File: src/stream_pkg.sv
package stream_pkg;

    // Sample path
    localparam int sample_w = 16;

    // Raw samples and encoded words share one width
    typedef logic [sample_w-1:0] sample_t;

    // Running packet sum that wraps modulo 2^16
    typedef logic [sample_w-1:0] csum_t;

    // Buffer depths
    localparam int in_depth  = 1;   // Single register slice
    localparam int out_depth = 4;   // Circular FIFO with a power-of-two depth

endpackage : stream_pkg
File: src/dti.sv
`timescale 1ns/1ps

interface dti;

    stream_pkg::sample_t data;
    logic                last;  // Marks the final word of a packet
    logic                valid;
    logic                ready;

    modport producer (
        output data,
        output last,
        output valid,
        input  ready
    );

    modport consumer (
        input  data,
        input  last,
        input  valid,
        output ready
    );

endinterface : dti

File: src/delta_stream_top.sv
`timescale 1ns/1ps

module delta_stream_top (
    input  logic                clk,
    input  logic                rst,
    input  stream_pkg::sample_t in_data,
    input  logic                in_last,
    input  logic                in_valid,
    output logic                in_ready,
    output stream_pkg::sample_t out_data,
    output logic                out_last,
    output logic                out_valid,
    input  logic                out_ready
);

    dti s_in ();
    dti s_reg ();
    dti s_enc ();
    dti s_csum ();
    dti s_out ();

    assign s_in.data  = in_data;
    assign s_in.last  = in_last;
    assign s_in.valid = in_valid;
    assign in_ready   = s_in.ready;

    decouple #(
        .DEPTH (stream_pkg::in_depth)
    ) u_in_slice (
        .clk  (clk),
        .rst  (rst),
        .din  (s_in),
        .dout (s_reg)
    );

    delta_encoder u_delta (
        .clk  (clk),
        .rst  (rst),
        .din  (s_reg),
        .dout (s_enc)
    );

    checksum_append u_csum (
        .clk  (clk),
        .rst  (rst),
        .din  (s_enc),
        .dout (s_csum)
    );

    decouple #(
        .DEPTH (stream_pkg::out_depth)
    ) u_out_fifo (
        .clk  (clk),
        .rst  (rst),
        .din  (s_csum),
        .dout (s_out)
    );

    assign out_data    = s_out.data;
    assign out_last    = s_out.last;
    assign out_valid   = s_out.valid;
    assign s_out.ready = out_ready;

endmodule : delta_stream_top

File: src/checksum_append.sv
`timescale 1ns/1ps

module checksum_append (
    input logic  clk,
    input logic  rst,
    dti.consumer din,
    dti.producer dout
);

    stream_pkg::csum_t sum_q;   // Running sum that holds the final sum while inserting
    stream_pkg::csum_t sum_nxt;
    logic              ins_q;   // Checksum word pending
    logic              in_xfer;
    logic              csum_xfer;

    assign sum_nxt = sum_q + stream_pkg::csum_t'(din.data);

    assign in_xfer   = din.valid && din.ready;
    assign csum_xfer = ins_q && dout.ready;

    // Input stalls while the checksum word is out
    assign din.ready  = dout.ready && !ins_q;
    assign dout.valid = ins_q || din.valid;
    assign dout.data  = ins_q ? stream_pkg::sample_t'(sum_q) : din.data;
    assign dout.last  = ins_q;  // Only the checksum word closes a packet

    always_ff @(posedge clk) begin
        if (rst) begin
            ins_q <= 1'b0;
            sum_q <= '0;
        end else if (csum_xfer) begin
            ins_q <= 1'b0;
            sum_q <= '0;
        end else if (in_xfer) begin
            sum_q <= sum_nxt;
            if (din.last) begin
                ins_q <= 1'b1;
            end
        end
    end

endmodule : checksum_append

File: src/delta_encoder.sv
`timescale 1ns/1ps

module delta_encoder (
    input logic  clk,
    input logic  rst,
    dti.consumer din,
    dti.producer dout
);

    stream_pkg::sample_t prev_q;    // Previous raw sample of this packet
    logic                first_q;   // Next word opens a packet
    logic                xfer;

    assign xfer = din.valid && dout.ready;

    // Handshake passes straight through
    assign dout.valid = din.valid;
    assign din.ready  = dout.ready;
    assign dout.last  = din.last;

    // First word raw, later words as modulo 2^16 differences
    assign dout.data = first_q ? din.data : stream_pkg::sample_t'(din.data - prev_q);

    always_ff @(posedge clk) begin
        if (rst) begin
            first_q <= 1'b1;
        end else if (xfer) begin
            first_q <= din.last;
        end
    end

    always_ff @(posedge clk) begin
        if (xfer) begin
            prev_q <= din.data;
        end
    end

endmodule : delta_encoder

File: src/decouple.sv
`timescale 1ns/1ps

module decouple #(
    parameter int DEPTH = 2
) (
    input logic  clk,
    input logic  rst,
    dti.consumer din,
    dti.producer dout
);

    if (DEPTH == 1) begin : g_slice

        stream_pkg::sample_t data_q;
        logic                last_q;
        logic                valid_q;
        logic                valid_nxt;
        logic                ready_q;   // Low through reset, then tracks empty

        always_comb begin
            valid_nxt = valid_q;
            if (valid_q && dout.ready) begin
                valid_nxt = 1'b0;                   // Word taken downstream
            end else if (!valid_q && ready_q && din.valid) begin
                valid_nxt = 1'b1;                   // Load into empty slice
            end
        end

        always_ff @(posedge clk) begin
            if (rst) begin
                valid_q <= 1'b0;
                ready_q <= 1'b0;
            end else begin
                valid_q <= valid_nxt;
                ready_q <= !valid_nxt;
            end
        end

        always_ff @(posedge clk) begin
            if (din.valid && ready_q) begin
                data_q <= din.data;
                last_q <= din.last;
            end
        end

        assign din.ready  = ready_q;
        assign dout.data  = data_q;
        assign dout.last  = last_q;
        assign dout.valid = valid_q;

    end else begin : g_fifo

        localparam int aw = $clog2(DEPTH);

        // Entry layout is {last, data}
        logic [stream_pkg::sample_w:0] mem [DEPTH];
        logic [aw:0]                   wr_ptr;
        logic [aw:0]                   rd_ptr;
        logic                          empty;
        logic                          full;
        logic                          wr_en;
        logic                          rd_en;

        assign empty = (wr_ptr == rd_ptr);
        assign full  = (wr_ptr[aw-1:0] == rd_ptr[aw-1:0]) && (wr_ptr[aw] != rd_ptr[aw]);

        assign wr_en = din.valid && !full;
        assign rd_en = dout.ready && !empty;

        always_ff @(posedge clk) begin
            if (rst) begin
                wr_ptr <= '0;
            end else if (wr_en) begin
                wr_ptr <= wr_ptr + 1'b1;
            end
        end

        always_ff @(posedge clk) begin
            if (rst) begin
                rd_ptr <= '0;
            end else if (rd_en) begin
                rd_ptr <= rd_ptr + 1'b1;
            end
        end

        always_ff @(posedge clk) begin
            if (wr_en) begin
                mem[wr_ptr[aw-1:0]] <= {din.last, din.data};
            end
        end

        // Head entry read straight from the array
        assign dout.data  = mem[rd_ptr[aw-1:0]][stream_pkg::sample_w-1:0];
        assign dout.last  = mem[rd_ptr[aw-1:0]][stream_pkg::sample_w];
        assign dout.valid = !empty;
        assign din.ready  = !full;

    end

endmodule : decouple

File: config.mk
export PLATFORM = sky130hd
export DESIGN_NAME = delta_stream_top
export DESIGN_NICKNAME = d
export VERILOG_FILES = /design/src/stream_pkg.sv /design/src/dti.sv /design/src/delta_stream_top.sv /design/src/checksum_append.sv /design/src/delta_encoder.sv /design/src/decouple.sv
export SDC_FILE = /design/constraint.sdc
export NUM_CORES = 1
export LEC_CHECK = 0
export BUFFER_PORTS_ARGS = -buffer_cell sky130_fd_sc_hd__buf_2
export CORE_MARGIN = 1
export CORE_UTILIZATION = 30
export CTS_CLUSTER_DIAMETER = 40
export DETAILED_ROUTE_END_ITERATION = 7
export PLACE_DENSITY = 0.55
export SLEW_MARGIN = 40
export SYNTH_ARGS = -nofsm -noshare
export SYNTH_HDL_FRONTEND = slang
export SYNTH_SLANG_ARGS = --single-unit
File: constraint.sdc
create_clock -name clk -period 4.3 [get_ports clk]
set_input_delay 0.645 -clock clk [delete_from_list [all_inputs] [get_ports clk]]
set_output_delay 0.645 -clock clk [all_outputs]
set_load 0.05 [all_outputs]
==> impl_metrics.tcl <==
set metrics [dict create \
    status "finished, final reports clean" \
    synth_cell_types 49 \
    port_buffers 39 \
    synth_cells 494 \
    synth.avg_cell_area_um2 12.8 \
    cts_tree "yes" \
    synth-edff-count 101 \
    grt_usage_pct 11.7 \
    ys.warnings.count 0 \
    synth_area_leaders "edfxtp_1, dfxtp_1, ha_1, mux4_2, nand2_1" \
    dp_hpwl_um 8200 \
    hold_buffers 0 \
    cts-root-buf "clkbuf_16" \
    slowest_delay_ns 0.42 \
    core_mm2 0.0204 \
    slew_headroom_pct 54.2 \
    cts_buffers 17 \
    min_to "u_in_slice.dout.data[7]" \
    grt_start_max_net_pins 33 \
    globalplace.congestion 0.864 \
    worst-path-max-fanout 7 \
    hp-start "in_data[7]" \
    fin_crit_sh_pct 94.7 \
    overflow 0 \
    drtIter0Drc 196 \
    finalWorstSetupSlack_ns 0.228 \
    synth_common_cells "edfxtp_1, nand2_1, ha_1, a21oi_1, dfxtp_1" \
    post-place-cells 792 \
    finalClockSkew_ns 0.00468 \
    worstMarginPinSlew_ns 0.687 \
    fin_cells 825 \
    antenna_left 0 \
    std_cell_rows 52 \
    fin_crit_ns 4.07 \
    die_x_um 147 \
    max_freq_ghz 0.246 \
    async_reset_ff_share_pct 0 \
    fillers 2017 \
    post_drt_via_cell_ratio 4.65 \
    yosysTopAreaCellShare_pct 48.1 \
    first_global_vias 3892 \
    hold_viol 0 \
    p_leak_uw 0.00282 \
    maxCapViolations 0 \
    wl_um 11900 \
    synth-main-ff-cell "edfxtp_1" \
    reg2reg_depth 21 \
    drv_slew 0 \
    post-place-ws_ns -0.0441 \
    hold_slack_ns 0.406 \
    start_kind "register" \
    setup_viol 0 \
    clk_pin_slew_ns 0.06 \
    syn_nets 554 \
    path_common_cell "inv_1" \
    r2r-end "u_csum.sum_q[15]" \
    cts.sinks 129 \
    antenna_found_initial 0 \
    worstSetupPathType "register to register" \
    grt_pass1_wl_um 19400 \
    start_util_pct 30.9 \
    r2r_setup_slack_ns 0.23 \
    cp-end-kind "register" \
    clock_latency_ns 0.41 \
    ys_seq_elements 129 \
    io_pins 40 \
    worstPathRequired_ns 4.66 \
    drtPass1Iterations 5 \
    htree_levels 4 \
    hold_depth 1 \
    vdd_drop_max_uv 334 \
    synth_most_common_cell "edfxtp_1" \
    synth_area_mm2 0.00630 \
    antenna_cells 0 \
    cp_slowest_cell "fa_1" \
    drc_errors 0 \
    die_area_mm2 0.0216 \
    power_density_mw_per_mm2 487 \
    clockBufferDepth 2 \
    ys_seq_area_share_pct 57.0 \
    synth_top_area_cell "edfxtp_1" \
    vias 3837 \
    arrival_ns 4.43 \
    r2r_start "u_in_slice.dout.data[0]" \
    final_nets 602 \
    cp_cell_sequence "inv_1 > ha_1 > inv_1 > fa_1 > a21o_1 > a21oi_2 > o21bai_2 > a31oi_2 > nand2b_1 > xnor2_1 > o21ai_2 > ha_2 > nand3_1 > a21boi_0 > o21a_1 > a31oi_1 > o311ai_1 > o211ai_1 > xnor3_1 > a211o_1 > nand2_1" \
    fp.dieH_um 147 \
    cp-startpoint "u_in_slice.dout.data[0]" \
    avgRoutedWirePerCell_um 14.4 \
    layout-area-overhead-vs-synth_pct 18.3 \
    hp-class "primary input to register" \
    drive_gt1_share_pct 23.1 \
]
==> metal layers <==
| layer | track usage, % | wire length [um] |
|---|---|---|
| met5 | 0 | 0 |
| met2 | 18.8 | 5500 |
| met3 | 3.63 | 488 |
| met1 | 14.8 | 5750 |
| met4 | 4.69 | 176 |
==> power by group <==
part | internal, uW | switching [uW]
registers | 1430 | 34.7
logic | 259 | 461
clock network | 923 | 524
==> placed cells by master (no fill, tap or decap), types with 19 or more instances in the layout <==
| cell | n |
|---|---|
| edfxtp_1 | 101 |
| nand2_1 | 51 |
| buf_2 | 39 |
| ha_1 | 36 |
| a21oi_1 | 32 |
| dfxtp_1 | 27 |
| nor2_1 | 26 |
| inv_1 | 26 |
| xnor2_1 | 19 |
==> state kept, by name, summed over array words and instances (netlist names), named ones only <==
name                      flops
u_in_slice.din.ready          1
u_delta.prev_q               16
u_delta.first_q               1
u_out_fifo.g_fifo.rd_ptr      3
u_in_slice.dout.last          1
u_csum.dout.last              1
u_csum.sum_q                 16
u_in_slice.dout.valid         1
u_out_fifo.g_fifo.mem        68
u_in_slice.dout.data         16
u_out_fifo.g_fifo.wr_ptr      3
==> stage by stage <==
stage               cell area [um2]  util (%)  setup TNS, ns  power (uW)
floorplan                      6300         -              0        2050
global route                   7460      36.5        -0.0148        3790
finish                         7460      36.5              0        3630
CTS                            7420      36.3              0        3670
detailed placement             6820      33.4        -0.0441        2210
global placement               6820      33.4              0        2190
==> logic make-up (layout without fill, tap and decap cells) <==
logic type / Yosys count / in the layout / share of synthesized area [%]
compound gates: 98 / 98 / 9.86
xor+xnor: 29 / 29 / 4.25
fa+ha+maj: 39 / 39 / 7.98
buf+inv: 42 / 103 / 2.50
flops: 129 / 129 / 57.0
mux: 37 / 37 / 9.62
simple gates: 120 / 120 / 8.79
==> area by class of cell <==
class                           count  area [um2]  share of cell area (%)
Inverter                           26        97.6                    1.31
Clock inverter                     14         163                    2.18
Multi-Input combinational cell    323        2590                    34.7
Clock buffer                       18         439                    5.89
Sequential cell                   129        3590                    48.2
Timing Repair Buffer               45         240                    3.22
Tap cell                          270         338                    4.53
==> how the worst max path moves through the flow <==
stage / endpoint / slack, ns
global route: u_csum.sum_q[15] / -0.01
floorplan: u_csum.sum_q[15] / 0.47
global placement: u_csum.sum_q[15] / 0.14
detailed placement: u_csum.sum_q[15] / -0.04
finish: u_csum.sum_q[15] / 0.23
CTS: u_csum.sum_q[15] / 0.01
==> critical path: cells and delay by family, from the launching register on <==
kind	cells	cell delay (ns)
compound gates	11	1.91
buf+inv	2	0.15
fa+ha+maj	3	0.93
xor+xnor	2	0.40
flops	1	0.37
simple gates	3	0.25
==> timing repair <==
item / 4_1_cts / 5_1_grt
pin swaps: 0 / 3
resized for setup: 1 / 9
setup endpoints to repair: 1 / 4
buffers inserted: 0 / 1
Power figures use the tool's default switching activity.
